==> config.mk <==
export PLATFORM = sky130hd
export DESIGN_NAME = key_decoder
export DESIGN_NICKNAME = d
export VERILOG_FILES = /design/src/source/game_pkg.sv /design/src/source/key_decoder.sv
export SDC_FILE = /design/constraint.sdc
export NUM_CORES = 1
export LEC_CHECK = 0
export ABC_AREA = 1
export BUFFER_PORTS_ARGS = -buffer_cell sky130_fd_sc_hd__buf_2
export CAP_MARGIN = 20
export CELL_PAD_IN_SITES_DETAIL_PLACEMENT = 1
export CELL_PAD_IN_SITES_GLOBAL_PLACEMENT = 2
export CORE_AREA = 2 2 39 41
export CTS_CLUSTER_DIAMETER = 30
export CTS_CLUSTER_SIZE = 40
export DETAILED_ROUTE_END_ITERATION = 10
export DIE_AREA = 0 0 41 43
export PLACE_DENSITY_LB_ADDON = 0.1
export SYNTH_ARGS = -nofsm -noshare
export SYNTH_HDL_FRONTEND = slang
export SYNTH_SLANG_ARGS = --single-unit
export TNS_END_PERCENT = 20
==> constraint.sdc <==
create_clock -name clk -period 2.1 [get_ports clk]
set_input_delay 0.42 -clock clk [delete_from_list [all_inputs] [get_ports clk]]
set_output_delay 0.42 -clock clk [all_outputs]
set_load 0.005 [all_outputs]
==> src/source/game_pkg.sv <==
package game_pkg;

    localparam int max_notes = 6;

    // one bit per key or LED
    typedef logic [3:0] note_t;

    typedef enum logic [2:0]
    {
        idle,
        select,
        fetch,
        play,
        listen,
        won,
        lost
    } game_state_t;

    typedef logic [3:0] level_num_t;

    // first note sits in the top slot
    typedef struct packed
    {
        logic [2:0] length;
        note_t [max_notes-1:0] notes;
    } level_t;

    // one nibble per note and zero in unused slots
    localparam level_t fixed_levels [1:3] = '{
        {3'd4, 24'h1248_00},
        {3'd5, 24'h1221_10},
        {3'd6, 24'h4214_21}
    };

    typedef struct packed
    {
        logic valid;
        note_t note;
    } key_event_t;

    typedef struct packed
    {
        game_state_t state;
        level_num_t level;
    } game_status_t;

endpackage

==> src/source/key_decoder.sv <==
`timescale 1ns/1ps

module key_decoder
    import game_pkg::*;
(
    input logic clk,
    input logic load,
    input note_t keys,
    output key_event_t key_event
);

    note_t sync_a;
    note_t sync_b;
    note_t prev_keys;
    logic press;

    always_ff @(posedge clk or posedge load)
    begin
        if (load)
        begin
            sync_a <= '0;
            sync_b <= '0;
            prev_keys <= '0;
            press <= 1'b0;
        end
        else
        begin
            sync_a <= keys;
            sync_b <= sync_a;
            prev_keys <= sync_b;
            // released to pressed only
            press <= (sync_b != '0) && (prev_keys == '0);
        end
    end

    assign key_event = {press, prev_keys};

endmodule

==> results.rst <==
.. list-table::
   :header-rows: 1

   * - Metric
     - Value
   * - Result of the run
     - finished clean
   * - Sequential cell area in the final layout
     - 325 µm²
   * - Remaining global-route overflow
     - 0
   * - Critical path data required time
     - 1.68 ns
   * - Global-route usage over all layers
     - 0.0759
   * - Largest family of logic cells by synthesized area
     - simple AND/OR/NAND/NOR gates
   * - Area Overhead vs Synth
     - 23.4%
   * - Total Die Area
     - 0.00176 mm²
   * - Skew-Pair Late Insertion Delay
     - 0.26 ns
   * - Final nets
     - 46
   * - Number of enable-type register cells in the synthesized netlist
     - 0
   * - Top layer in use
     - met3
   * - Root cell of the clock tree
     - sky130_fd_sc_hd__clkbuf_4
   * - Final HPWL from detailed placement
     - 386 µm
   * - Mapped Avg Cell Area
     - 14.6 µm²
   * - Number of design-rule violations left by the first detailed-router iteration
     - 2
   * - Max-cap viol count
     - 0
   * - Predominant post-synthesis flop cell
     - sky130_fd_sc_hd__dfrtp_1
   * - Total number of placement rows
     - 14
   * - Number of antenna violations at the first check in global routing
     - 0
   * - Count of final hold-check violations
     - 0
   * - HP Class
     - input port to async pin
   * - Biggest area consumer among synthesized cells
     - sky130_fd_sc_hd__dfrtp_1
   * - CTS Hold Bufs
     - 0
   * - Shortest period the worst path allows
     - 1.21 ns
   * - Clock tree buffer depth
     - 2
   * - Number of global-route vias before repair
     - 216
   * - Fraction of synthesized area in multiplexers
     - 0
   * - Cell family with the largest share of critical-path delay
     - flip-flops
   * - Measured slew at the worst slew-check pin
     - 0.485 ns
   * - Post-CTS sizing
     - 0
   * - Final RePlAce weighted congestion
     - 0.551
   * - Final-layout worst hold slack
     - 0.161 ns
   * - Unrepaired setup endpoints after global routing
     - no
   * - DR WL/cell
     - 9.09 µm
   * - Max_slew headroom
     - 0.676
   * - Post-DR vias/cell
     - 3.82
   * - Parity-gate share of the synthesized area counting xor and xnor cells
     - 0
   * - Setup TNS Final
     - 0 ns
   * - Commonest cells in the synthesized netlist
     - sky130_fd_sc_hd__dfrtp_1 (13), sky130_fd_sc_hd__inv_1 (5), sky130_fd_sc_hd__nand2_1 (3), sky130_fd_sc_hd__nor2_1 (3)
   * - Final setup fails
     - 0
   * - Cell with the most instances after synthesis
     - sky130_fd_sc_hd__dfrtp_1
   * - Core ar.
     - 0.00138 mm²
   * - Area contributors post-synth
     - sky130_fd_sc_hd__dfrtp_1 (86%), sky130_fd_sc_hd__inv_1 (4.9%), sky130_fd_sc_hd__nand2_1 (3.0%), sky130_fd_sc_hd__nor2_1 (3.0%), sky130_fd_sc_hd__buf_4 (2.0%)
   * - Final period util
     - 0.574
   * - Clock transition at the registers of the reported paths
     - 0.07 ns
   * - Largest net degree at the start of global routing
     - 14
   * - Synth Area in Simple Gates
     - 0.0757
   * - Met2 wire length
     - 247 µm
   * - Die Span Y
     - 43 µm
   * - Kind of end point of the critical path
     - output pin
   * - Crit path max-delay cell type
     - sky130_fd_sc_hd__dfrtp_1
   * - Clock sink count
     - 13
   * - Post-synth design cell area
     - 380 µm²
   * - Final wirelength
     - 500 µm
   * - Number of vias after detailed routing
     - 210
   * - Count of buffers inserted at the top-level ports
     - 10
   * - Detailed Routing Iterations Pass 1
     - 2
   * - CP cell instances
     - buf_2
   * - Number of antenna-violating nets in the routed design
     - 0
   * - Diode count
     - 0
   * - Maximum vdd ir drop
     - 0.000342 V
   * - Initial cell density of the core
     - 0.275
   * - Largest stage delay on the critical path
     - 0.39 ns
   * - Async SR Flop Fraction
     - 1.00
   * - Clock H-tree levels
     - 1
   * - Number of instances in the synthesized netlist
     - 26
   * - Die X-Extent
     - 41 µm
   * - Multi-input gate area in the final layout
     - 28.8 µm²
   * - Final max-slew violation count
     - 0
   * - Syn nets
     - 32
   * - Area fraction in compound gates after synthesis
     - 0
   * - Number of ports placed on the die boundary
     - 11
   * - Share of cells above drive strength 1
     - 0.359
   * - CTS Buf Count
     - 3
   * - Number of buffer and inverter instances along the worst setup path
     - 1
   * - TritonCTS clock tree
     - built
   * - Highest clock frequency the design can meet
     - 830 MHz
   * - Total power per unit cell area
     - 916 mW/mm²
   * - Worst clock skew
     - 0.000654 ns
   * - Global-route wire length before repair
     - 828 µm
   * - Routed length on met3
     - 57 µm
   * - Drt drc
     - 0
   * - Number of filler instances in the final layout
     - 167
   * - Standby leakage power
     - 0.249 nW
   * - Adder-cell share of the synthesized area
     - 0
   * - Count of warnings emitted by yosys
     - 0
   * - Unique cell type count in the Yosys netlist
     - 6
   * - Sum of routed wire segments on met1
     - 196 µm
   * - Arrival time at the worst endpoint
     - 0.79 ns
   * - Synth top area share
     - 0.855
   * - Startpoint type of the worst setup path
     - flop
   * - WS Path Type
     - flop to output pin
   * - Crit path max fanout
     - 2
   * - Register bit count reported by yosys
     - 13
   * - Setup repair bufs after CTS
     - 0
   * - Share of synthesized area occupied by flip-flops and latches
     - 0.855
layout by cell type, fill, tap and decap left out:
cell                       instances
sky130_fd_sc_hd__nor2_1            3
sky130_fd_sc_hd__inv_1             5
sky130_fd_sc_hd__dfrtp_1          13
sky130_fd_sc_hd__clkbuf_1          1
sky130_fd_sc_hd__clkbuf_4          3
sky130_fd_sc_hd__nand2_1           3
sky130_fd_sc_hd__buf_2            10
sky130_fd_sc_hd__nor2_2            1
sequential cells by signal, summed over array words and instances, names as in the netlist:
register and flops:
prev_keys 4, sync_a 4, sync_b 4, press 1
where the power goes:
group / switching (W) / total (W) / internal, W
Combinational: 0.00000999 / 0.0000180 / 0.00000802
Clock: 0.0000711 / 0.000145 / 0.0000734
Sequential: 0.00000490 / 0.000267 / 0.000262
per-layer routing:
layer	global-route usage	vias up
met4	0.100	0
met3	0.0157	0
met5	0	-
met1	0.0862	100
met2	0.0969	11
li1	-	99
kinds of logic (layout without fill, tap and decap cells):
| family | after synthesis | in the layout |
|---|---|---|
| simple gates | 7 | 7 |
| flops | 13 | 13 |
| buf+inv | 6 | 19 |
final timing paths:
path	depth (start not counted)	start	to	slack, ns
worst max-delay path	1	prev_keys[0]$_DFF_PP0_	key_event[0]	0.89
worst min-delay path	2	load	sync_b[3]$_DFF_PP0_	0.16
worst max register to register	4	sync_b[1]$_DFF_PP0_	press$_DFF_PP0_	1.38
worst min register to register	0	sync_a[1]$_DFF_PP0_	sync_b[1]$_DFF_PP0_	0.35
max in group asynchronous	2	load	prev_keys[0]$_DFF_PP0_	1.61
min in group clk	1	keys[2]	sync_a[2]$_DFF_PP0_	0.26
metrics by stage:
| step | setup slack, ns | utilization | cells | total power, W | instance area [µm²] |
|---|---|---|---|---|---|
| after CTS | 0.874 | 0.339 | 55 | 0.000441 | 469 |
| final | 0.895 | 0.339 | 55 | 0.000430 | 469 |
| after global routing | 0.847 | 0.339 | 55 | 0.000463 | 469 |
| after global placement | 1.20 | 0.320 | 51 | 0.000289 | 443 |
| after detailed placement | 1.18 | 0.320 | 51 | 0.000291 | 443 |
| after floorplan | 1.22 | - | 26 | 0.000280 | 380 |
area by class of cell:
class	instances	share of cell area
flip-flops and latches	13	0.693
repair buffers	10	0.107
multi-input cells	7	0.0613
clock buffers	4	0.0560
well taps	16	0.0427
inverters	5	0.0400
worst reg2reg max path, stage by stage (launching register included):
cell,delay (ns)
sky130_fd_sc_hd__dfrtp_1,0.38
sky130_fd_sc_hd__inv_1,0.06
sky130_fd_sc_hd__nand2_1,0.04
sky130_fd_sc_hd__nor2_1,0.09
sky130_fd_sc_hd__nor2_1,0.05
Note: power is estimated with default switching activity, not from simulation.
