--- src/source/display_pkg.sv ---
package display_pkg;

    // active low in bit order gfedcba
    typedef logic [6:0] segments_t;

    // index 5 is the leftmost digit
    typedef segments_t [5:0] display_t;

    localparam segments_t hex_0 = 7'b100_0000;
    localparam segments_t hex_1 = 7'b111_1001;
    localparam segments_t hex_2 = 7'b010_0100;
    localparam segments_t hex_3 = 7'b011_0000;
    localparam segments_t hex_4 = 7'b001_1001;
    localparam segments_t hex_5 = 7'b001_0010;
    localparam segments_t hex_6 = 7'b000_0010;
    localparam segments_t hex_7 = 7'b111_1000;
    localparam segments_t hex_8 = 7'b000_0000;
    localparam segments_t hex_9 = 7'b001_1000;
    localparam segments_t hex_a = 7'b000_1000;
    localparam segments_t hex_b = 7'b000_0011;
    localparam segments_t hex_c = 7'b100_0110;
    localparam segments_t hex_d = 7'b010_0001;
    localparam segments_t hex_e = 7'b000_0110;
    localparam segments_t hex_f = 7'b000_1110;

    // letters that look like digits reuse them
    localparam segments_t pat_o = hex_0;
    localparam segments_t pat_s = hex_5;
    localparam segments_t pat_g = hex_9;
    localparam segments_t pat_a = hex_a;
    localparam segments_t pat_c = hex_c;
    localparam segments_t pat_e = hex_e;

    localparam segments_t pat_h = 7'b000_1001;
    localparam segments_t pat_l = 7'b100_0111;
    localparam segments_t pat_u = 7'b100_0001;
    localparam segments_t pat_small_t = 7'b000_0111;
    localparam segments_t pat_small_r = 7'b100_1110;
    localparam segments_t pat_small_n = 7'b100_1000;
    localparam segments_t pat_blank = 7'b111_1111;

endpackage

--- src/source/game_pkg.sv ---
package game_pkg;

    localparam int max_notes = 6;

    // one bit per key or LED
    typedef logic [3:0] note_t;

    typedef enum logic [2:0]
    {
        idle,
        select,
        fetch,
        play,
        listen,
        won,
        lost
    } game_state_t;

    typedef logic [3:0] level_num_t;

    // first note sits in the top slot
    typedef struct packed
    {
        logic [2:0] length;
        note_t [max_notes-1:0] notes;
    } level_t;

    // one nibble per note and zero in unused slots
    localparam level_t fixed_levels [1:3] = '{
        {3'd4, 24'h1248_00},
        {3'd5, 24'h1221_10},
        {3'd6, 24'h4214_21}
    };

    typedef struct packed
    {
        logic valid;
        note_t note;
    } key_event_t;

    typedef struct packed
    {
        game_state_t state;
        level_num_t level;
    } game_status_t;

endpackage

--- src/source/display_driver.sv ---
`timescale 1ns/1ps

module display_driver
    import game_pkg::*, display_pkg::*;
(
    input game_status_t status,
    output display_t hex
);

    function automatic segments_t hex_digit(input level_num_t value);
        case (value)
            4'h0: return hex_0;
            4'h1: return hex_1;
            4'h2: return hex_2;
            4'h3: return hex_3;
            4'h4: return hex_4;
            4'h5: return hex_5;
            4'h6: return hex_6;
            4'h7: return hex_7;
            4'h8: return hex_8;
            4'h9: return hex_9;
            4'ha: return hex_a;
            4'hb: return hex_b;
            4'hc: return hex_c;
            4'hd: return hex_d;
            4'he: return hex_e;
            default: return hex_f;
        endcase
    endfunction

    always_comb
    begin
        case (status.state)
            idle:
                hex = {pat_h, pat_e, pat_l, pat_l, pat_o, pat_blank};
            play:
                hex = {pat_s, pat_small_t, pat_a, pat_g, pat_e, hex_digit(status.level)};
            listen:
                hex = {pat_u, pat_small_r, pat_small_t, pat_u, pat_small_r, pat_small_n};
            won:
                hex = {pat_s, pat_c, pat_o, pat_small_r, pat_e, pat_blank};
            lost:
                hex = {pat_l, pat_o, pat_s, pat_e, pat_blank, pat_blank};
            default:
                hex = {6{pat_blank}};
        endcase
    end

endmodule

--- config.mk ---
export PLATFORM = sky130hd
export DESIGN_NAME = display_driver
export DESIGN_NICKNAME = d
export VERILOG_FILES = /design/src/source/display_pkg.sv /design/src/source/game_pkg.sv /design/src/source/display_driver.sv
export SDC_FILE = /design/constraint.sdc
export NUM_CORES = 1
export LEC_CHECK = 0
export BUFFER_PORTS_ARGS = -buffer_cell sky130_fd_sc_hd__buf_2
export CORE_MARGIN = 2
export CORE_UTILIZATION = 46
export DETAILED_ROUTE_END_ITERATION = 7
export PLACE_DENSITY = 0.89
export SLEW_MARGIN = 5
export SYNTH_ARGS = -nofsm -noshare
export SYNTH_HDL_FRONTEND = slang
export SYNTH_SLANG_ARGS = --single-unit
--- constraint.sdc ---
create_clock -name vclk -period 2.1
set_clock_uncertainty 0.15 [all_clocks]
set_input_delay 0.105 -clock vclk [all_inputs]
set_output_delay 0.105 -clock vclk [all_outputs]
set_load 0.02 [all_outputs]
==> impl_table.tex, run 1 <==
\begin{tabular}{lr}
\hline
Metric & Value \\
\hline
\multicolumn{2}{l}{\textbf{Yosys}} \\
Area share of the largest cell type after synthesis & 0.247 \\
Synthesized area divided by synthesized cell count & 7.01 sq um \\
Share of the yosys chip area belonging to registers & 0 \\
Cell accounting for the most synthesized area & sky130\_fd\_sc\_hd\_\_buf\_4 \\
Syn nets & 106 \\
Post-synthesis cell count & 91 \\
Most area-consuming cells after synthesis & sky130\_fd\_sc\_hd\_\_buf\_4 (25\%), sky130\_fd\_sc\_hd\_\_ha\_1 (14\%), sky130\_fd\_sc\_hd\_\_mux2i\_1 (4.7\%) \\
Count of unique library cells instantiated by Yosys & 30 \\
Cell area after synthesis & 638 sq um \\
Yosys Warn Count & 0 \\
\multicolumn{2}{l}{\textbf{Setup path}} \\
Crit path arrival time & 1380 ps \\
Max FO, Critical Path & 5 \\
Kind of start point of the critical path & primary input \\
Category of the critical setup timing path & primary input to primary output \\
Worst endpoint required time & 1850 ps \\
Beginning of the critical path & status[0] \\
Capturing element type of the critical path & primary output \\
\multicolumn{2}{l}{\textbf{Cells and area}} \\
Syn-to-layout area delta & 12.5\% \\
Sequential cell area & 0 sq um \\
Antenna cells & 0 \\
Most frequent cells in the layout & sky130\_fd\_sc\_hd\_\_buf\_2 (49), sky130\_fd\_sc\_hd\_\_ha\_1 (7) \\
Layout clock buffer count & 0 \\
Leading cell type in the layout, fill and taps excluded & sky130\_fd\_sc\_hd\_\_buf\_2 \\
Final cell area excluding filler cells & 718 sq um \\
Final nets & 132 \\
Sequential cells & 0 \\
Ratio of cells with drive above 1 in the final layout & 0.452 \\
\multicolumn{2}{l}{\textbf{Power and ir drop}} \\
P per Cell Area & 328 mW/mm\^{}2 \\
Cell leakage power & 0.387 nW \\
Peak supply drop & 0.116 mV \\
\multicolumn{2}{l}{\textbf{Placed design}} \\
Post-detail-place hpwl & 1090 microns \\
Buffers added on ports & 49 \\
Area after DPL & 718 sq um \\
Weighted congestion at the end of routability-driven global placement & 0.737 \\
\multicolumn{2}{l}{\textbf{Floorplan}} \\
Chip Width & 41.2 microns \\
Site Rows & 13 \\
Height of the chip & 41.2 microns \\
Effective utilization at floorplan & 0.490 \\
Count of boundary I/O pins & 49 \\
Overall die area & 0.00170 sq mm \\
Placeable core region & 0.00130 sq mm \\
\multicolumn{2}{l}{\textbf{GRT}} \\
Vias in the first global route & 408 \\
Total Routing Usage GR & 0.144 \\
Antenna violations before repair & 0 \\
First-pass GRT wire length & 1730 microns \\
GRT overflow & 0 \\
Pin count of the biggest net entering global routing & 15 \\
\multicolumn{2}{l}{\textbf{STA}} \\
Maximum operating frequency & 613 MHz \\
Worst max-slew margin expressed relative to the limit & 0.754 \\
Setup TNS & 0 ps \\
Slew Limit Fails & 0 \\
Final period utilization & 0.777 \\
Hold Vio Cnt, Final & 0 \\
Time the final worst path needs with I/O delays and setup & 1630 ps \\
Actual transition at the worst max-transition pin & 366 ps \\
Setup repair after global routing missed its margin & false \\
Final number of setup-violating endpoints & 0 \\
Worst hold slack & 468 ps \\
\multicolumn{2}{l}{\textbf{CTS}} \\
Setup fix buffers added after clock tree synthesis & 0 \\
CTS resizes & 0 \\
CTS Hold Buffers Added & 0 \\
\multicolumn{2}{l}{\textbf{Route}} \\
Vias after detailed routing & 626 \\
Starting DRT DRC Count & 7 \\
Vias/cell & 4.82 \\
Post-route DRC & 0 \\
Routed length per placed instance & 10.1 microns \\
Detailed-routing iteration count for the pre-antenna-repair pass & 4 \\
Final ANT Viol Nets & 0 \\
Final WL & 1310 microns \\
\multicolumn{2}{l}{\textbf{Status}} \\
Status & finished, final reports clean \\
\multicolumn{2}{l}{\textbf{Worst hold path}} \\
Type of the worst min-delay path & primary input to primary output \\
Worst hold start & status[5] \\
\multicolumn{2}{l}{\textbf{Flow run}} \\
Total of max-cap violations & 0 \\
\hline
\end{tabular}
[area by class of cell]
class / count / area (sq um)
fill: 140 / 583
multi-input combinational: 59 / 428
timing repair buffer: 49 / 245
inverter: 7 / 26.3
tap: 15 / 18.8
[power by group]
part / total (W) / switching (W) / internal (W)
sequential: 0 / 0 / 0
combinational: 0.000235 / 0.000157 / 0.0000787
clock: 0 / 0 / 0
[synthesized netlist by cell type, types with 2 or more instances]
cell	n
sky130_fd_sc_hd__o21ai_0	6
sky130_fd_sc_hd__buf_4	21
sky130_fd_sc_hd__nor2_1	6
sky130_fd_sc_hd__a21oi_1	3
sky130_fd_sc_hd__nand2_1	6
sky130_fd_sc_hd__nor2b_1	4
sky130_fd_sc_hd__mux2i_1	3
sky130_fd_sc_hd__buf_2	3
sky130_fd_sc_hd__a21o_1	2
sky130_fd_sc_hd__ha_1	7
sky130_fd_sc_hd__nand2b_1	4
sky130_fd_sc_hd__o22ai_1	2
sky130_fd_sc_hd__xor2_1	2
sky130_fd_sc_hd__inv_1	6
[worst max-delay path: stages]
cell                       delay (ps)
sky130_fd_sc_hd__buf_2            120
sky130_fd_sc_hd__inv_1            100
sky130_fd_sc_hd__ha_1             310
sky130_fd_sc_hd__nand2b_1          70
sky130_fd_sc_hd__and3_1           170
sky130_fd_sc_hd__o41ai_1          280
sky130_fd_sc_hd__buf_2            210
[logic make-up after synthesis]
kind of cell | synth area share
buf+inv | 0.329
fa+ha+maj | 0.169
xor+xnor | 0.0275
compound gates | 0.202
simple gates | 0.208
mux | 0.0647
[through the flow]
| stage | power [W] | utilization | worst slack [ps] | std cells |
|---|---|---|---|---|
| final | 0.000235 | 0.552 | 469 | 130 |
| after CTS | 0.000237 | 0.552 | 463 | 130 |
| after global routing | 0.000260 | 0.552 | 403 | 130 |
| after detailed placement | 0.000237 | 0.552 | 475 | 130 |
| after floorplan | 0.000206 | - | 370 | 91 |
| after global placement | 0.000232 | 0.552 | 516 | 130 |
[layer usage]
layer  global-route usage  share of wire  vias to the layer above
met4                    0              0                        0
met2                0.309           0.48                       34
met3                    0          0.098                        0
li1                     -              -                      331
met5                    0              0                        -
met1                0.162           0.42                      261
[final timing paths]
path	endpoint	slack (ps)	depth (start not counted)
setup / recovery	hex[1]	470	7
hold / removal	hex[20]	470	3
(Power assumes the default switching activity.)
==> run 2: changes to the inputs <==
- CORE_ASPECT_RATIO: not set -> 1.1
- CORE_UTILIZATION: 46 -> 43
- PLACE_DENSITY: 0.89 -> 0.84
- clock period: 2.1 -> 1.7 ns (I/O delays scaled with it)
==> impl_table.tex, run 2 (synthesis results as in run 1) <==
\begin{tabular}{lr}
\hline
Metric & Value \\
\hline
\multicolumn{2}{l}{\textbf{Status}} \\
Status & finished, final reports clean \\
\multicolumn{2}{l}{\textbf{Setup path}} \\
Worst endpoint required time & 1460 ps \\
Crit path arrival time & 1370 ps \\
CP Cell Sequence & buf\_2 > inv\_1 > ha\_1 > nand2b\_1 > and3\_1 > o41ai\_1 > buf\_2 \\
Kind of start point of the critical path & primary input \\
Capturing element type of the critical path & primary output \\
Max FO, Critical Path & 5 \\
Critical Path Max Stage Delay & 310 ps \\
Category of the critical setup timing path & primary input to primary output \\
Dominant cell type by count on the critical path & sky130\_fd\_sc\_hd\_\_buf\_2 \\
Critical-path top delay cell & sky130\_fd\_sc\_hd\_\_ha\_1 \\
Beginning of the critical path & status[0] \\
\multicolumn{2}{l}{\textbf{Route}} \\
Detailed-routing iteration count for the pre-antenna-repair pass & 4 \\
Post-route DRC & 0 \\
Final WL & 1310 microns \\
Routed length per placed instance & 9.96 microns \\
Starting DRT DRC Count & 5 \\
Vias/cell & 4.85 \\
Vias after detailed routing & 635 \\
Final ANT Viol Nets & 0 \\
\multicolumn{2}{l}{\textbf{STA}} \\
Slew Limit Fails & 0 \\
Worst hold slack & 415 ps \\
Final period utilization & 0.944 \\
Hold Vio Cnt, Final & 0 \\
Maximum operating frequency & 623 MHz \\
Setup TNS & 0 ps \\
Actual transition at the worst max-transition pin & 373 ps \\
Time the final worst path needs with I/O delays and setup & 1610 ps \\
Setup repair after global routing missed its margin & false \\
Worst max-slew margin expressed relative to the limit & 0.749 \\
Final number of setup-violating endpoints & 0 \\
\multicolumn{2}{l}{\textbf{Power and ir drop}} \\
Share of power burned in the clock network & 0 \\
P per Cell Area & 405 mW/mm\^{}2 \\
Total power & 0.000291 W \\
Portion of total power attributed to combinational logic & 1.000 \\
Switching part of the total & 0.665 \\
Peak supply drop & 0.157 mV \\
Cell leakage power & 0.387 nW \\
Internal power & 0.0000974 W \\
Power spent charging and discharging nets & 0.000194 W \\
Power share of the sequential group & 0 \\
\multicolumn{2}{l}{\textbf{GRT}} \\
GRT met1 Usage & 0.159 \\
GRT overflow & 0 \\
Layer carrying the most global-route usage & met2 \\
Pin count of the biggest net entering global routing & 15 \\
Met2 track demand over resource & 0.267 \\
Vias in the first global route & 450 \\
First-pass GRT wire length & 1850 microns \\
Total Routing Usage GR & 0.136 \\
Antenna violations before repair & 0 \\
Met3 capacity usage during global routing & 0 \\
\multicolumn{2}{l}{\textbf{Floorplan}} \\
Height of the chip & 44.4 microns \\
Overall die area & 0.00181 sq mm \\
Placeable core region & 0.00138 sq mm \\
Count of boundary I/O pins & 49 \\
Effective utilization at floorplan & 0.461 \\
Chip Width & 40.7 microns \\
Site Rows & 14 \\
\multicolumn{2}{l}{\textbf{Placed design}} \\
Area after DPL & 719 sq um \\
Weighted congestion at the end of routability-driven global placement & 0.709 \\
Buffers added on ports & 49 \\
Post-detail-place hpwl & 1120 microns \\
\multicolumn{2}{l}{\textbf{Flow run}} \\
Total of max-cap violations & 0 \\
\multicolumn{2}{l}{\textbf{Cells and area}} \\
Sequential cells & 0 \\
Most frequent cells in the layout & sky130\_fd\_sc\_hd\_\_buf\_2 (49), sky130\_fd\_sc\_hd\_\_ha\_1 (7) \\
Final cell area excluding filler cells & 719 sq um \\
Ratio of cells with drive above 1 in the final layout & 0.452 \\
Sequential cell area & 0 sq um \\
Layout clock buffer count & 0 \\
Leading cell type in the layout, fill and taps excluded & sky130\_fd\_sc\_hd\_\_buf\_2 \\
Antenna cells & 0 \\
Final nets & 132 \\
Syn-to-layout area delta & 12.7\% \\
\multicolumn{2}{l}{\textbf{CTS}} \\
Setup fix buffers added after clock tree synthesis & 0 \\
CTS resizes & 0 \\
CTS Hold Buffers Added & 0 \\
\multicolumn{2}{l}{\textbf{Worst hold path}} \\
Worst hold start & status[1] \\
Type of the worst min-delay path & primary input to primary output \\
\hline
\end{tabular}
-- run 2: cell counts in the layout (fill, tap and decap cells not counted) --
No cell type changed its count.
-- run 2: critical path, delay by kind of cell --
family | cells | cell delay [ps]
buf+inv | 3 | 450
simple gates | 2 | 240
fa+ha+maj | 1 | 310
compound gates | 1 | 290
-- run 2: stage by stage --
step,util,setup slack (ps),std cells
after CTS,0.520,96.9,131
after global placement,0.520,142,131
after detailed placement,0.520,95.2,131
after floorplan,-,10.2,91
final,0.520,94.7,131
after global routing,0.520,16.0,131
-- run 2: path summary, 6_finish.rpt --
kind / end / slack [ps] / cells after the start
min: hex[6] / 420 / 3
max: hex[1] / 90 / 7
-- run 2: final cells by class --
class | count | area (sq um)
timing repair buffer | 49 | 245
multi-input combinational | 59 | 428
inverter | 7 | 26.3
fill | 145 | 664
tap | 16 | 20.0
-- run 2: power groups by stage --
stage / Sequential (W) / Combinational [W] / Clock, W
finish: 0 / 0.000291 / 0
global route: 0 / 0.000321 / 0
CTS: 0 / 0.000294 / 0
detailed placement: 0 / 0.000294 / 0
global placement: 0 / 0.000288 / 0
floorplan: 0 / 0.000255 / 0
-- run 2: metal layers --
metal,routed length [microns],vias up
li1,-,330
met1,519,273
met2,676,32
met3,109,0
met4,0,0
met5,0,-
==> run 3: changes to the inputs <==
- PLACE_DENSITY: 0.84 -> 0.86
==> impl_table.tex, run 3 (synthesis results as in run 1) <==
\begin{tabular}{lr}
\hline
Metric & Value \\
\hline
\multicolumn{2}{l}{\textbf{Worst hold path}} \\
Type of the worst min-delay path & primary input to primary output \\
\multicolumn{2}{l}{\textbf{Route}} \\
Detailed-routing iteration count for the pre-antenna-repair pass & 4 \\
Final ANT Viol Nets & 0 \\
Vias after detailed routing & 636 \\
Post-route DRC & 0 \\
Vias/cell & 4.85 \\
Starting DRT DRC Count & 4 \\
Routed length per placed instance & 10.2 microns \\
Final WL & 1340 microns \\
\multicolumn{2}{l}{\textbf{Cells and area}} \\
Final nets & 132 \\
Antenna cells & 0 \\
Final cell area excluding filler cells & 727 sq um \\
Sequential cell area & 0 sq um \\
Multi-input gate area & 435 sq um \\
Leading cell type in the layout, fill and taps excluded & sky130\_fd\_sc\_hd\_\_buf\_2 \\
Layout clock buffer count & 0 \\
Sequential cells & 0 \\
End-of-flow core utilization & 0.525 \\
Filler cells & 147 \\
Syn-to-layout area delta & 13.9\% \\
Ratio of cells with drive above 1 in the final layout & 0.461 \\
Most frequent cells in the layout & sky130\_fd\_sc\_hd\_\_buf\_2 (49), sky130\_fd\_sc\_hd\_\_ha\_1 (7) \\
\multicolumn{2}{l}{\textbf{Power and ir drop}} \\
Power spent charging and discharging nets & 0.000195 W \\
Switching part of the total & 0.666 \\
Total power & 0.000293 W \\
Cell leakage power & 0.389 nW \\
Share of power burned in the clock network & 0 \\
Peak supply drop & 0.150 mV \\
Portion of total power attributed to combinational logic & 1.000 \\
Power share of the sequential group & 0 \\
P per Cell Area & 403 mW/mm\^{}2 \\
Internal power & 0.0000979 W \\
\multicolumn{2}{l}{\textbf{GRT}} \\
GRT overflow & 0 \\
Antenna violations before repair & 0 \\
Met3 capacity usage during global routing & 0 \\
Pin count of the biggest net entering global routing & 15 \\
Met2 track demand over resource & 0.311 \\
GRT met1 Usage & 0.156 \\
Layer carrying the most global-route usage & met2 \\
Vias in the first global route & 489 \\
Total Routing Usage GR & 0.146 \\
First-pass GRT wire length & 1970 microns \\
\multicolumn{2}{l}{\textbf{Setup path}} \\
Capturing element type of the critical path & primary output \\
Max FO, Critical Path & 5 \\
Category of the critical setup timing path & primary input to primary output \\
Crit path arrival time & 1340 ps \\
Kind of start point of the critical path & primary input \\
Worst endpoint required time & 1460 ps \\
\multicolumn{2}{l}{\textbf{Floorplan}} \\
Placeable core region & 0.00138 sq mm \\
Count of boundary I/O pins & 49 \\
Effective utilization at floorplan & 0.461 \\
Height of the chip & 44.4 microns \\
Overall die area & 0.00181 sq mm \\
Site Rows & 14 \\
Chip Width & 40.7 microns \\
\multicolumn{2}{l}{\textbf{STA}} \\
Final period utilization & 0.925 \\
Actual transition at the worst max-transition pin & 388 ps \\
Final number of setup-violating endpoints & 0 \\
Worst max-slew margin expressed relative to the limit & 0.739 \\
Setup repair after global routing missed its margin & false \\
Hold Vio Cnt, Final & 0 \\
Setup TNS & 0 ps \\
Time the final worst path needs with I/O delays and setup & 1570 ps \\
Slew Limit Fails & 0 \\
Maximum operating frequency & 636 MHz \\
\multicolumn{2}{l}{\textbf{Status}} \\
Status & finished, final reports clean \\
\multicolumn{2}{l}{\textbf{CTS}} \\
CTS Hold Buffers Added & 0 \\
\multicolumn{2}{l}{\textbf{Placed design}} \\
Buffers added on ports & 49 \\
Area after DPL & 719 sq um \\
Weighted congestion at the end of routability-driven global placement & 0.764 \\
Post-detail-place hpwl & 1120 microns \\
\multicolumn{2}{l}{\textbf{Flow run}} \\
Total of max-cap violations & 0 \\
\hline
\end{tabular}
run 3: final cells by class:
class                           count  area share
Inverter                            7      0.0361
Multi-Input combinational cell     59       0.599
Tap cell                           16      0.0275
Timing Repair Buffer               49       0.337
run 3: final timing paths:
| kind | from | to | depth (start not counted) | slack, ps |
|---|---|---|---|---|
| max | status[0] | hex[1] | 7 | 130 |
| min | status[1] | hex[6] | 3 | 420 |
run 3: through the flow:
step	hold WS, ps	setup slack [ps]	cells
2_1_floorplan	245	10.2	91
3_3_place_gp	407	136	131
3_5_place_dp	426	70.4	131
4_1_cts	428	69.7	131
5_1_grt	467	43.8	131
6_report	419	128	131
run 3: timing repair:
action	CTS	global route
setup buffers	0	0
resized for setup	0	1
endpoints found under the setup margin	0	1
run 3: power groups by stage:
stage          logic, W  clock network, W  registers, W
2_1_floorplan  0.000255                 0             0
3_3_place_gp   0.000288                 0             0
3_5_place_dp   0.000293                 0             0
4_1_cts        0.000294                 0             0
5_1_grt        0.000322                 0             0
6_report       0.000293                 0             0
run 3: layer usage:
layer,up-vias,share of wire
li1,331,-
met1,276,0.40
met2,29,0.54
met3,0,0.065
met4,0,0
met5,-,0
run 3: worst max-delay path: stages:
cell and delay (ps):
sky130_fd_sc_hd__buf_2 120, sky130_fd_sc_hd__inv_1 90, sky130_fd_sc_hd__ha_1 310, sky130_fd_sc_hd__nand2b_1 70, sky130_fd_sc_hd__and3_1 170, sky130_fd_sc_hd__o41ai_2 270
sky130_fd_sc_hd__buf_2 210
