File: src/source/game_pkg.sv
package game_pkg;

    localparam int max_notes = 6;

    // one bit per key or LED
    typedef logic [3:0] note_t;

    typedef enum logic [2:0]
    {
        idle,
        select,
        fetch,
        play,
        listen,
        won,
        lost
    } game_state_t;

    typedef logic [3:0] level_num_t;

    // first note sits in the top slot
    typedef struct packed
    {
        logic [2:0] length;
        note_t [max_notes-1:0] notes;
    } level_t;

    // one nibble per note and zero in unused slots
    localparam level_t fixed_levels [1:3] = '{
        {3'd4, 24'h1248_00},
        {3'd5, 24'h1221_10},
        {3'd6, 24'h4214_21}
    };

    typedef struct packed
    {
        logic valid;
        note_t note;
    } key_event_t;

    typedef struct packed
    {
        game_state_t state;
        level_num_t level;
    } game_status_t;

endpackage

File: src/source/game_controller.sv
`timescale 1ns/1ps

module game_controller
    import game_pkg::*;
#(
    parameter int note_period = 8,
    parameter int pause_cycles = 16
)
(
    input logic clk,
    input logic load,
    input logic start,
    input key_event_t key_event,
    input level_t level,
    input level_num_t level_num,
    output logic next_level,
    output logic fetch_level,
    output note_t leds,
    output game_status_t status
);

    // one step is a note followed by an equal gap
    localparam int step_cycles = 2 * note_period;
    localparam int timer_max = (step_cycles > pause_cycles) ? step_cycles : pause_cycles;
    localparam int timer_w = $clog2(timer_max + 1);
    localparam logic [timer_w-1:0] step_last = timer_w'(step_cycles - 1);
    localparam logic [timer_w-1:0] pause_last = timer_w'(pause_cycles - 1);
    localparam logic [timer_w-1:0] note_cycles = timer_w'(note_period);
    localparam logic [2:0] first_slot = 3'(max_notes - 1);

    game_state_t state;
    logic [2:0] note_idx;
    logic [timer_w-1:0] timer;
    note_t [max_notes-1:0] expect_q;
    note_t play_note;
    logic last_note;
    logic key_match;

    assign play_note = level.notes[first_slot - note_idx];
    assign last_note = (note_idx == level.length - 3'd1);
    assign key_match = (key_event.note == expect_q[max_notes-1]);

    always_ff @(posedge clk or posedge load)
    begin
        if (load)
        begin
            state <= idle;
            note_idx <= '0;
            timer <= '0;
        end
        else
        begin
            case (state)
                idle:
                begin
                    if (start)
                        state <= select;
                end
                select:
                    state <= fetch;
                fetch:
                begin
                    note_idx <= '0;
                    timer <= '0;
                    state <= play;
                end
                play:
                begin
                    if (timer == step_last)
                    begin
                        timer <= '0;
                        if (last_note)
                        begin
                            note_idx <= '0;
                            state <= listen;
                        end
                        else
                            note_idx <= note_idx + 3'd1;
                    end
                    else
                        timer <= timer + 1'b1;
                end
                listen:
                begin
                    if (key_event.valid)
                    begin
                        if (!key_match)
                            state <= lost;
                        else if (last_note)
                        begin
                            timer <= '0;
                            state <= won;
                        end
                        else
                            note_idx <= note_idx + 3'd1;
                    end
                end
                won:
                begin
                    if (timer == pause_last)
                    begin
                        timer <= '0;
                        state <= select;
                    end
                    else
                        timer <= timer + 1'b1;
                end
                lost:
                    state <= lost;
                default:
                    state <= idle;
            endcase
        end
    end

    // expected notes loaded as playback ends
    always_ff @(posedge clk)
    begin
        if (state == play && timer == step_last && last_note)
            expect_q <= level.notes;
        else if (state == listen && key_event.valid && key_match)
            expect_q <= {expect_q[max_notes-2:0], note_t'(0)};
    end

    always_comb
    begin
        case (state)
            play:
                leds = (timer < note_cycles) ? play_note : '0;
            won:
                leds = '0;
            default:
                leds = key_event.note;
        endcase
    end

    assign next_level = (state == select);
    assign fetch_level = (state == fetch);
    assign status = {state, level_num};

endmodule

File: config.mk
export PLATFORM = sky130hd
export DESIGN_NAME = game_controller
export DESIGN_NICKNAME = d
export VERILOG_FILES = /design/src/source/game_pkg.sv /design/src/source/game_controller.sv
export SDC_FILE = /design/constraint.sdc
export NUM_CORES = 1
export LEC_CHECK = 0
export BUFFER_PORTS_ARGS = -buffer_cell sky130_fd_sc_hd__clkbuf_2
export CAP_MARGIN = 20
export CORE_UTILIZATION = 53
export CTS_BUF_LIST = sky130_fd_sc_hd__clkbuf_16
export DETAILED_ROUTE_END_ITERATION = 8
export GPL_ROUTABILITY_DRIVEN = 0
export GPL_TIMING_DRIVEN = 0
export PLACE_DENSITY = 0.79
export SLEW_MARGIN = 20
export SYNTH_ARGS = -nofsm -noshare
export SYNTH_HDL_FRONTEND = slang
export SYNTH_SLANG_ARGS = --single-unit
File: constraint.sdc
create_clock -name clk -period 4.2 [get_ports clk]
set_input_delay 0.21 -clock clk [delete_from_list [all_inputs] [get_ports clk]]
set_output_delay 0.21 -clock clk [all_outputs]
set_load 0.01 [all_outputs]
==> flow_summary_export.csv, run 1 <==
group,metric,value,unit
run_status,status,"finished, final reports clean",
sta,hold_ws,152,ps
worst_setup_path,arrival,2230,ps
cts,clockRootBuffer,"clkbuf_16",
job,cap_violations,0,
sta,drv_slew,0,
drt,initialDrtViolationCount,148,
hold_path,min_path_type,"in2reg",
worst_setup_path,end_kind,"output pin",
sta,tns,0,ps
cts,clk_pin_slew,50,ps
sta,hold_viol_final,0,
die,io_pins,52,
hold_path,hp-start,"start",
hold_path,min_path_cells,3,
yosys,syn_area,2110,sq um
drt,viasPerCell,5.89,
drt,wl_met2,2.31,mm
sta,setup_viol,0,
sta,setup_ws,1760,ps
finish,mostFrequentLayoutCells,"clkbuf_2 (47), edfxtp_1 (24), mux2_1 (19)",
yosys,avgSynthCellArea,11.7,sq um
drt,first_pass_iters,4,
die,die_area,4240,sq um
finish,fillers,309,
worst_setup_path,r2r-end,"expect_q[19]",
yosys,synth_edf_count,24,
finish,final_common_cell,"clkbuf_2",
yosys,synth.largest_area_cell,"edfxtp_1",
worst_setup_path,regToRegStartpoint,"state[2]",
cts,clock_sinks,35,
placement,post-dp-hpwl,3.36,mm
yosys,ys_ff_latch,35,
cts,clock_latency,280,ps
drt,drt-met1-wl,2.11,mm
drt,drc,0,
drt,top_layer,"met4",
worst_setup_path,criticalPathCategory,"reg2out",
placement,io_buffers,47,
yosys,ys.flop_type,"edfxtp_1",
yosys,yosysWarningCount,0,
sta,fmax,409,MHz
yosys,syn-num-nets,223,
global_routing,antenna_found_initial,0,
sta,finalClockSkew,5.76,ps
drt,vias,1680,
cts,cts_resized,0,
die,start_util,0.564,
finish,seq_area,996,sq um
cts,cts_buffer_depth,2,
worst_setup_path,critPathLaunchType,"flop",
sta,worst_pin_slew,766,ps
sta,max-slew-margin-rel,0.487,
global_routing,grt.overflow.total,0,
global_routing,track_usage,0.248,
drt,drt-wirelength-per-cell,16.5,microns
finish,drive_above_1_share,0.283,
die,fp.dieH,65.1,microns
cts,htreeDepth,2,
pwr,total_power,1.29,mW
cts,cts-buffers-inserted,5,
global_routing,grt_pass1_wl,7.64,mm
sta,fin_crit_sh,0.581,
finish,multi_input_area,1030,sq um
yosys,syn_inst,181,
cts,cts_tree,"yes",
die,dieWidth,65.1,microns
drt,wl_met3,209,microns
sta,period_needed,2440,ps
sta,rsz0062_at_grt,"no",
drt,wirelength,4.70,mm
drt,ant_nets,0,
global_routing,grt_start_max_net_pins,25,
worst_setup_path,rrSetupSlack,1950,ps
pwr,p_per_area,503,nW/um^2
placement,preCtsSetupSlack,1930,ps
global_routing,grt_pass1_vias,1621,
finish,syn2layout_area_growth,21.5,%
die,core_area,3740,sq um
die,num_rows,22,
yosys,synth_top_area_share,0.342,
pwr,p_leak,1.11,nW
pwr,vdd_ir_drop_max,0.342,mV
worst_setup_path,cp.required,3990,ps
worst_setup_path,r2r_cells,6,
hold_path,hold_path_end,"state[0]",
yosys,yosys-top-cells-area,"edfxtp_1 (34%), dfrtp_1 (13%), mux2_1 (10%), mux2i_1 (4.3%), a32o_1 (2.8%)",
finish,n_antenna_cell,0,
yosys,synth_seq_area_share,0.472,
yosys,synthDistinctLibCells,51,
yosys,async_flop_share,0.314,
finish,nets,278,
worst_setup_path,cp_max_fo,10,
==> sequential cells by signal, indices dropped and copies added, names as in the netlist <==
register / count
expect_q: 24
note_idx: 3
timer: 5
state: 3
==> through the flow <==
step,std cells,area [sq um],utilization
after floorplan,181,2110,-
after detailed placement,276,2420,0.645
final,285,2560,0.684
after global placement,276,2400,0.642
after global routing,285,2560,0.684
after CTS,285,2560,0.684
==> cells in the mapped netlist, types with 2 or more instances <==
| library cell | n |
|---|---|
| edfxtp_1 | 24 |
| mux2_1 | 19 |
| nand2_1 | 13 |
| dfrtp_1 | 11 |
| mux2i_1 | 9 |
| nor2_1 | 7 |
| a32o_1 | 6 |
| clkbuf_1 | 6 |
| inv_1 | 6 |
| and3_1 | 5 |
| o21ai_0 | 5 |
| a211o_1 | 4 |
| buf_2 | 4 |
| buf_4 | 4 |
| o211ai_1 | 4 |
| ha_1 | 3 |
| nand3_1 | 3 |
| nor2b_1 | 3 |
| nor3_1 | 3 |
| o31ai_1 | 3 |
| xor2_1 | 3 |
| a31oi_1 | 2 |
| nand2b_1 | 2 |
| nand4_1 | 2 |
| o311ai_0 | 2 |
| o32ai_1 | 2 |
| xnor2_1 | 2 |
==> critical path, cell delays in order (launching register included) <==
cell,delay (ps)
dfrtp_1,380
clkbuf_1,200
nor2b_1,350
nand2_1,150
nor3_1,470
a32o_1,280
clkbuf_2,140
==> worst max-delay path by stage <==
| stage | startpoint | endpoint | slack [ps] | depth (start not counted) |
|---|---|---|---|---|
| CTS | state[2] | leds[0] | 1780 | 6 |
| global route | state[2] | leds[2] | 1610 | 6 |
| detailed placement | level[24] | expect_q[13] | 1930 | 8 |
| global placement | expect_q[20] | expect_q[9] | 100 | 3 |
| floorplan | expect_q[22] | expect_q[0] | 910 | 3 |
| finish | state[2] | leds[0] | 1760 | 6 |
==> what timing repair did <==
| item | 4_1_cts | 5_1_grt |
|---|---|---|
| hold buffers | 1 | 0 |
| hold endpoints to repair | 11 | 0 |
| setup buffers | 0 | 0 |
==> where the power goes <==
group          switching [mW]  total [mW]  internal [mW]
Sequential             0.0420       0.452          0.410
Clock                   0.123       0.335          0.212
Combinational           0.272       0.502          0.231
==> cells by family after synthesis <==
family	after synthesis	synth area share
AOI/OAI and AO/OA	40	0.149
xor gates and xnor gates	7	0.0397
adders and majority gates	3	0.0178
buffers and inverters	20	0.0451
DFF	35	0.472
muxes	29	0.149
and+or+nand+nor	47	0.126
==> per-layer routing <==
layer | up-vias | track usage
li1 | 810 | -
met1 | 821 | 0.324
met2 | 39 | 0.396
met3 | 10 | 0.0608
met4 | 0 | 0.0978
met5 | - | 0
==> final cells by class <==
type / count / share of cell area
timing repair buffer: 48 / 0.0957
buffer: 14 / 0.0283
tap: 48 / 0.0234
clock buffer: 5 / 0.0488
inverter: 6 / 0.00879
clock inverter: 3 / 0.00439
multi-input combinational: 126 / 0.402
sequential: 35 / 0.389
Note: power is estimated with default switching activity, not from simulation.
==> inputs of run 2 (changes only) <==
- ABC_AREA: not set -> 1
- CORE_UTILIZATION: 53 -> 55
- PLACE_DENSITY: 0.79 -> 0.81
- clock period: 4.2 -> 2.5 ns (I/O delays scaled with it)
==> run 2 against run 1 <==
Count of clock-buffer cells in the layout unchanged. Critical path depth increased by 4. Total power up 70%. Area after synthesis is 13% higher. Combinational power rose by 66%. Clock power up 74%. First-iteration DRC count is 10% higher. Utilization up 0.93 points.
==> flow_summary_export.csv, run 2 <==
group,metric,value,unit
placement,preCtsSetupSlack,-106,ps
pwr,vdd_ir_drop_max,0.586,mV
finish,fin_util,0.694,
global_routing,grt.overflow.total,0,
finish,instances_no_fill,405,
finish,nets,396,
sta,hold_ws,173,ps
worst_setup_path,cp_slowest_cell,"nand2_2",
hold_path,min_path_type,"in2reg",
yosys,yosysWarningCount,0,
finish,syn2layout_area_growth,18.8,%
sta,fin_crit_sh,0.873,
yosys,synth.largest_area_cell,"edfxtp_1",
worst_setup_path,cp.required,2410,ps
drt,viasPerCell,5.17,
sta,setup_viol,0,
global_routing,grt_start_max_net_pins,25,
worst_setup_path,critPathMaxStageDelay,440,ps
global_routing,track_usage,0.252,
yosys,synth_commonest_cells,"nand2_1 (82), inv_1 (49), edfxtp_1 (24)",
pwr,total_power,2.19,mW
sta,fmax,458,MHz
drt,drt-wirelength-per-cell,12.6,microns
cts,post_cts_buffers,0,
pwr,p_sw_frac,0.381,
yosys,ys_ff_latch,35,
sta,drv_slew,0,
worst_setup_path,criticalPathCategory,"reg2reg",
yosys,async_flop_share,0.314,
die,dieWidth,67.9,microns
finish,mostFrequentLayoutCells,"nand2_1 (81), inv_1 (51), clkbuf_2 (47)",
global_routing,grt_pass1_wl,8.42,mm
drt,vias,2095,
pwr,p_switching,834,uW
cts,cts_buffer_depth,2,
cts,cts-buffers-inserted,5,
pwr,p_leak,1.47,nW
drt,first_pass_iters,4,
yosys,synth_top_area_share,0.302,
global_routing,antenna_found_initial,0,
finish,n_antenna_cell,0,
drt,ant_nets,0,
sta,finalClockSkew,5.38,ps
run_status,status,"finished, final reports clean",
die,start_util,0.584,
pwr,p_per_area,773,nW/um^2
finish,top_register,"expect_q",
worst_setup_path,cp_common_cell,"nand2_2",
global_routing,grt_pass1_vias,1919,
pwr,p_int,1.36,mW
worst_setup_path,cp_max_fo,24,
finish,reg_top3,"expect_q: 24 flops, timer: 5 flops",
sta,period_needed,2180,ps
yosys,ys.flop_type,"edfxtp_1",
finish,largest_reg_flops,24,
worst_setup_path,cp_cell_sequence,"buf_4 > inv_2 > nand2_2 > nand2_2 > nor2_4 > nand2_4 > nor2_4 > nand3_4 > buf_6 > nand2_2",
worst_setup_path,crit_buf_inv,3,
yosys,synth_seq_area_share,0.417,
cts,clockRootBuffer,"clkbuf_16",
cts,clk_pin_slew,50,ps
drt,drc,0,
worst_setup_path,end_kind,"flop",
finish,drive_above_1_share,0.327,
finish,postLayoutCellArea,2840,sq um
die,fp.dieH,67.9,microns
placement,dpl-instance-area,2690,sq um
pwr,pwr-share-seq,0.353,
die,io_pins,52,
die,num_rows,23,
cts,clock_sinks,35,
yosys,syn_inst,299,
yosys,synth_edf_count,24,
die,die_area,4610,sq um
cts,clock_latency,280,ps
placement,post-dp-hpwl,3.84,mm
yosys,yosys-top-cells-area,"edfxtp_1 (30%), nand2_1 (13%), dfrtp_1 (12%), inv_1 (7.7%), o21ai_2 (7.3%)",
sta,tns,0,ps
sta,max-slew-margin-rel,0.611,
yosys,syn_area,2390,sq um
placement,place_inst,396,
finish,fillers,344,
sta,hold_viol_final,0,
cts,htreeDepth,2,
sta,setup_ws,318,ps
finish,final_common_cell,"nand2_1",
pwr,comb_power_share,0.381,
worst_setup_path,crit_family,"simple AND/OR/NAND/NOR gates",
yosys,syn-num-nets,341,
pwr,pwr-share-clk,0.266,
sta,rsz0062_at_grt,"no",
drt,wirelength,5.10,mm
sta,worst_pin_slew,581,ps
worst_setup_path,arrival,2090,ps
drt,initialDrtViolationCount,163,
yosys,avgSynthCellArea,7.98,sq um
worst_setup_path,critPathLaunchType,"flop",
job,cap_violations,0,
cts,cts_tree,"yes",
die,core_area,4090,sq um
placement,io_buffers,47,
yosys,synthDistinctLibCells,29,
yosys,synth.most_common_cell,"nand2_1",
==> run 2: changes by cell type in the layout (fill, tap and decap cells not counted), moves of 13 or more <==
cell     before  now
o21ai_2       0   20
o21ai_0       4   17
nand2_2       0   19
inv_1         9   51
nand2_1      13   81
mux2_1       19    0
==> run 2: per-layer routing <==
metal / track usage / vias to the layer above / share of wire
met4: 0.0964 / 0 / 0.017
met1: 0.322 / 951 / 0.44
li1: - / 1064 / -
met3: 0.0567 / 12 / 0.065
met5: 0 / - / 0
met2: 0.416 / 68 / 0.48
==> run 2: cell type report <==
cell class	instances	area (sq um)	share of cell area
Multi-Input combinational cell	202	1110	0.391
Timing Repair Buffer	48	245	0.0865
Buffer	12	97.6	0.0344
Inverter	50	188	0.0662
Clock inverter	3	12.5	0.00441
Sequential cell	35	996	0.351
Tap cell	50	62.6	0.0221
Clock buffer	5	125	0.0441
==> run 2: repair_timing <==
item	in CTS	in global routing
gates resized for setup	1	0
hold endpoints to repair	11	0
endpoints found under the setup margin	24	0
hold buffers	1	0
==> run 2: kinds of logic (layout without fill, tap and decap cells) <==
group,after synthesis,count (layout),share of synthesized area
xor gates and xnor gates,1,1,0.00367
buffers and inverters,62,118,0.119
and+or+nand+nor,146,146,0.292
adders and majority gates,3,3,0.0157
AOI/OAI and AO/OA,52,52,0.151
DFF,35,35,0.417
==> run 2: power groups by stage <==
stage | clock [mW] | sequential [mW] | combinational, mW
4_1_cts | 0.592 | 0.772 | 0.836
3_3_place_gp | 0 | 0.781 | 0.815
6_report | 0.583 | 0.774 | 0.835
3_5_place_dp | 0 | 0.782 | 0.828
2_1_floorplan | 0 | 0.776 | 0.598
5_1_grt | 0.614 | 0.785 | 0.956
==> run 2: path summary, 6_finish.rpt <==
check | from | endpoint | slack, ps | cells after the start
max | note_idx[0] | expect_q[20] | 320 | 10
min | level[3] | expect_q[3] | 170 | 3
max reg2reg | note_idx[0] | expect_q[20] | 320 | 10
min reg2reg | expect_q[3] | expect_q[7] | 530 | 2
max in group asynchronous | load | state[0] | 1820 | 3
min in group asynchronous | load | note_idx[2] | 380 | 3
==> run 2: tightest hold or removal path: stages <==
cell and delay (ps):
clkbuf_2 70, inv_1 50, nor2_2 90
==> inputs of run 3 (changes only) <==
==> constraint.sdc (replaced) <==
create_clock -name clk -period 2.5 [get_ports clk]
set_input_delay 0.5 -clock clk [delete_from_list [all_inputs] [get_ports clk]]
set_output_delay 0.5 -clock clk [all_outputs]
set_load 0.01 [all_outputs]
==> run 3 against run 2 <==
Register-to-register slack is essentially flat. Clock skew fell by 1.9 ps. Worst setup slack worse by 190 ps. Total power is 0.17% higher. Die area stayed put. Wire length hardly changed. Sequential power about the same. Utilization is 0.061 points lower. First-iteration DRC count increased by 2.5%. Non-clock buffer count decreased by 1. Highest routed layer unchanged.
==> flow_summary_export.csv, run 3 (synthesis results as in run 2) <==
group,metric,value,unit
sta,hold_viol_final,0,
global_routing,grt_start_max_net_pins,25,
sta,setup_viol,0,
pwr,vdd_ir_drop_max,0.633,mV
die,die_area,4610,sq um
global_routing,grt.overflow.total,0,
placement,post-dp-hpwl,3.84,mm
pwr,p_leak,1.48,nW
die,fp.dieH,67.9,microns
drt,drt-wirelength-per-cell,12.6,microns
finish,nets,395,
run_status,status,"finished, final reports clean",
finish,final_common_cell,"nand2_1",
finish,largest_reg_flops,24,
sta,drv_slew,0,
pwr,p_int,1.36,mW
sta,rsz0062_at_grt,"no",
global_routing,antenna_found_initial,0,
sta,fin_crit_sh,0.950,
pwr,p_sw_frac,0.380,
drt,ant_nets,0,
cts,clk_pin_slew,50,ps
die,dieWidth,67.9,microns
sta,finalClockSkew,3.44,ps
drt,wirelength,5.10,mm
cts,cts_buffer_depth,2,
worst_setup_path,cp_max_fo,10,
sta,fmax,421,MHz
finish,fillers,345,
drt,viasPerCell,5.19,
die,io_pins,52,
cts,clockRootBuffer,"clkbuf_16",
global_routing,track_usage,0.251,
cts,clock_sinks,35,
pwr,comb_power_share,0.381,
cts,cts-buffers-inserted,5,
global_routing,grt_pass1_vias,1909,
finish,n_antenna_cell,0,
sta,hold_ws,206,ps
worst_setup_path,cp.required,2000,ps
pwr,pwr-share-seq,0.353,
finish,mostFrequentLayoutCells,"nand2_1 (81), inv_1 (51), clkbuf_2 (49)",
finish,seq_area,996,sq um
worst_setup_path,arrival,1880,ps
worst_setup_path,critPathLaunchType,"flop",
cts,post_cts_buffers,0,
drt,drc,0,
global_routing,grt_pass1_wl,8.38,mm
cts,cts_hold_buf,0,
worst_setup_path,end_kind,"output pin",
drt,first_pass_iters,4,
pwr,p_switching,835,uW
cts,cts_tree,"yes",
drt,initialDrtViolationCount,167,
placement,place_inst,396,
die,core_area,4090,sq um
finish,instances_no_fill,404,
cts,clock_latency,280,ps
finish,top_register,"expect_q",
hold_path,min_path_type,"in2async",
finish,multi_input_area,1110,sq um
finish,reg_top3,"expect_q: 24 flops, timer: 5 flops",
pwr,p_per_area,775,nW/um^2
pwr,pwr-share-clk,0.265,
drt,vias,2097,
sta,period_needed,2380,ps
finish,syn2layout_area_growth,18.7,%
die,start_util,0.584,
die,num_rows,23,
placement,io_buffers,47,
worst_setup_path,criticalPathCategory,"reg2out",
cts,htreeDepth,2,
sta,max-slew-margin-rel,0.616,
job,cap_violations,0,
finish,drive_above_1_share,0.336,
pwr,total_power,2.20,mW
sta,worst_pin_slew,574,ps
[run 3: cell types whose count changed in the layout (fill, tap and decap cells not counted), sizes merged]
cell	delta
dlygate4sd3	-1
[run 3: what timing repair did]
| item | CTS | global route |
|---|---|---|
| cloned | 0 | 0 |
| endpoints found under the setup margin | 26 | 4 |
| hold endpoints to repair | 0 | 0 |
| resized for setup | 2 | 5 |
[run 3: worst max-delay path: stages (launching register included)]
cell      delay [ps]
dfrtp_1          370
buf_4            170
clkbuf_2         210
o211ai_1         200
o21ai_0           90
o21ai_0          250
o21ai_0          160
clkbuf_2         150
[run 3: final cells by class]
cell class	count	area share
plain buffers	12	0.0353
clock inverters	3	0.00442
inverters	50	0.0663
flip-flops and latches	35	0.352
clock buffers	5	0.0442
multi-input cells	202	0.393
well taps	50	0.0221
repair buffers	47	0.0830
[run 3: path summary, 6_finish.rpt]
path	to	slack, ps	start	depth (start not counted)
max	leds[2]	120	note_idx[0]	7
min	state[1]	210	load	2
max reg2reg	expect_q[20]	330	note_idx[0]	10
min reg2reg	expect_q[7]	530	expect_q[3]	2
max in group asynchronous	note_idx[2]	1980	load	2
min in group clk	expect_q[7]	530	expect_q[3]	2
[run 3: per-layer routing]
layer / GRT usage / share of wire / vias to the layer above
li1: - / - / 1067
met1: 0.321 / 0.44 / 940
met2: 0.413 / 0.47 / 77
met3: 0.0567 / 0.070 / 13
met4: 0.0964 / 0.021 / 0
met5: 0 / 0 / -
[run 3: per-stage QoR]
stage	instance area (sq um)	setup TNS, ps	util	setup WS [ps]
after floorplan	2390	0	-	28.4
after global placement	2690	-10450	0.657	-436
after detailed placement	2690	-11530	0.657	-481
after CTS	2830	0	0.693	25.3
after global routing	2830	0	0.693	3.56
final	2830	0	0.693	124
[run 3: power by group through the flow]
| stage | combinational (mW) | clock [mW] | sequential (mW) |
|---|---|---|---|
| finish | 0.838 | 0.582 | 0.776 |
| global route | 0.959 | 0.614 | 0.787 |
| floorplan | 0.598 | 0 | 0.776 |
| detailed placement | 0.828 | 0 | 0.782 |
| global placement | 0.815 | 0 | 0.781 |
| CTS | 0.838 | 0.592 | 0.774 |
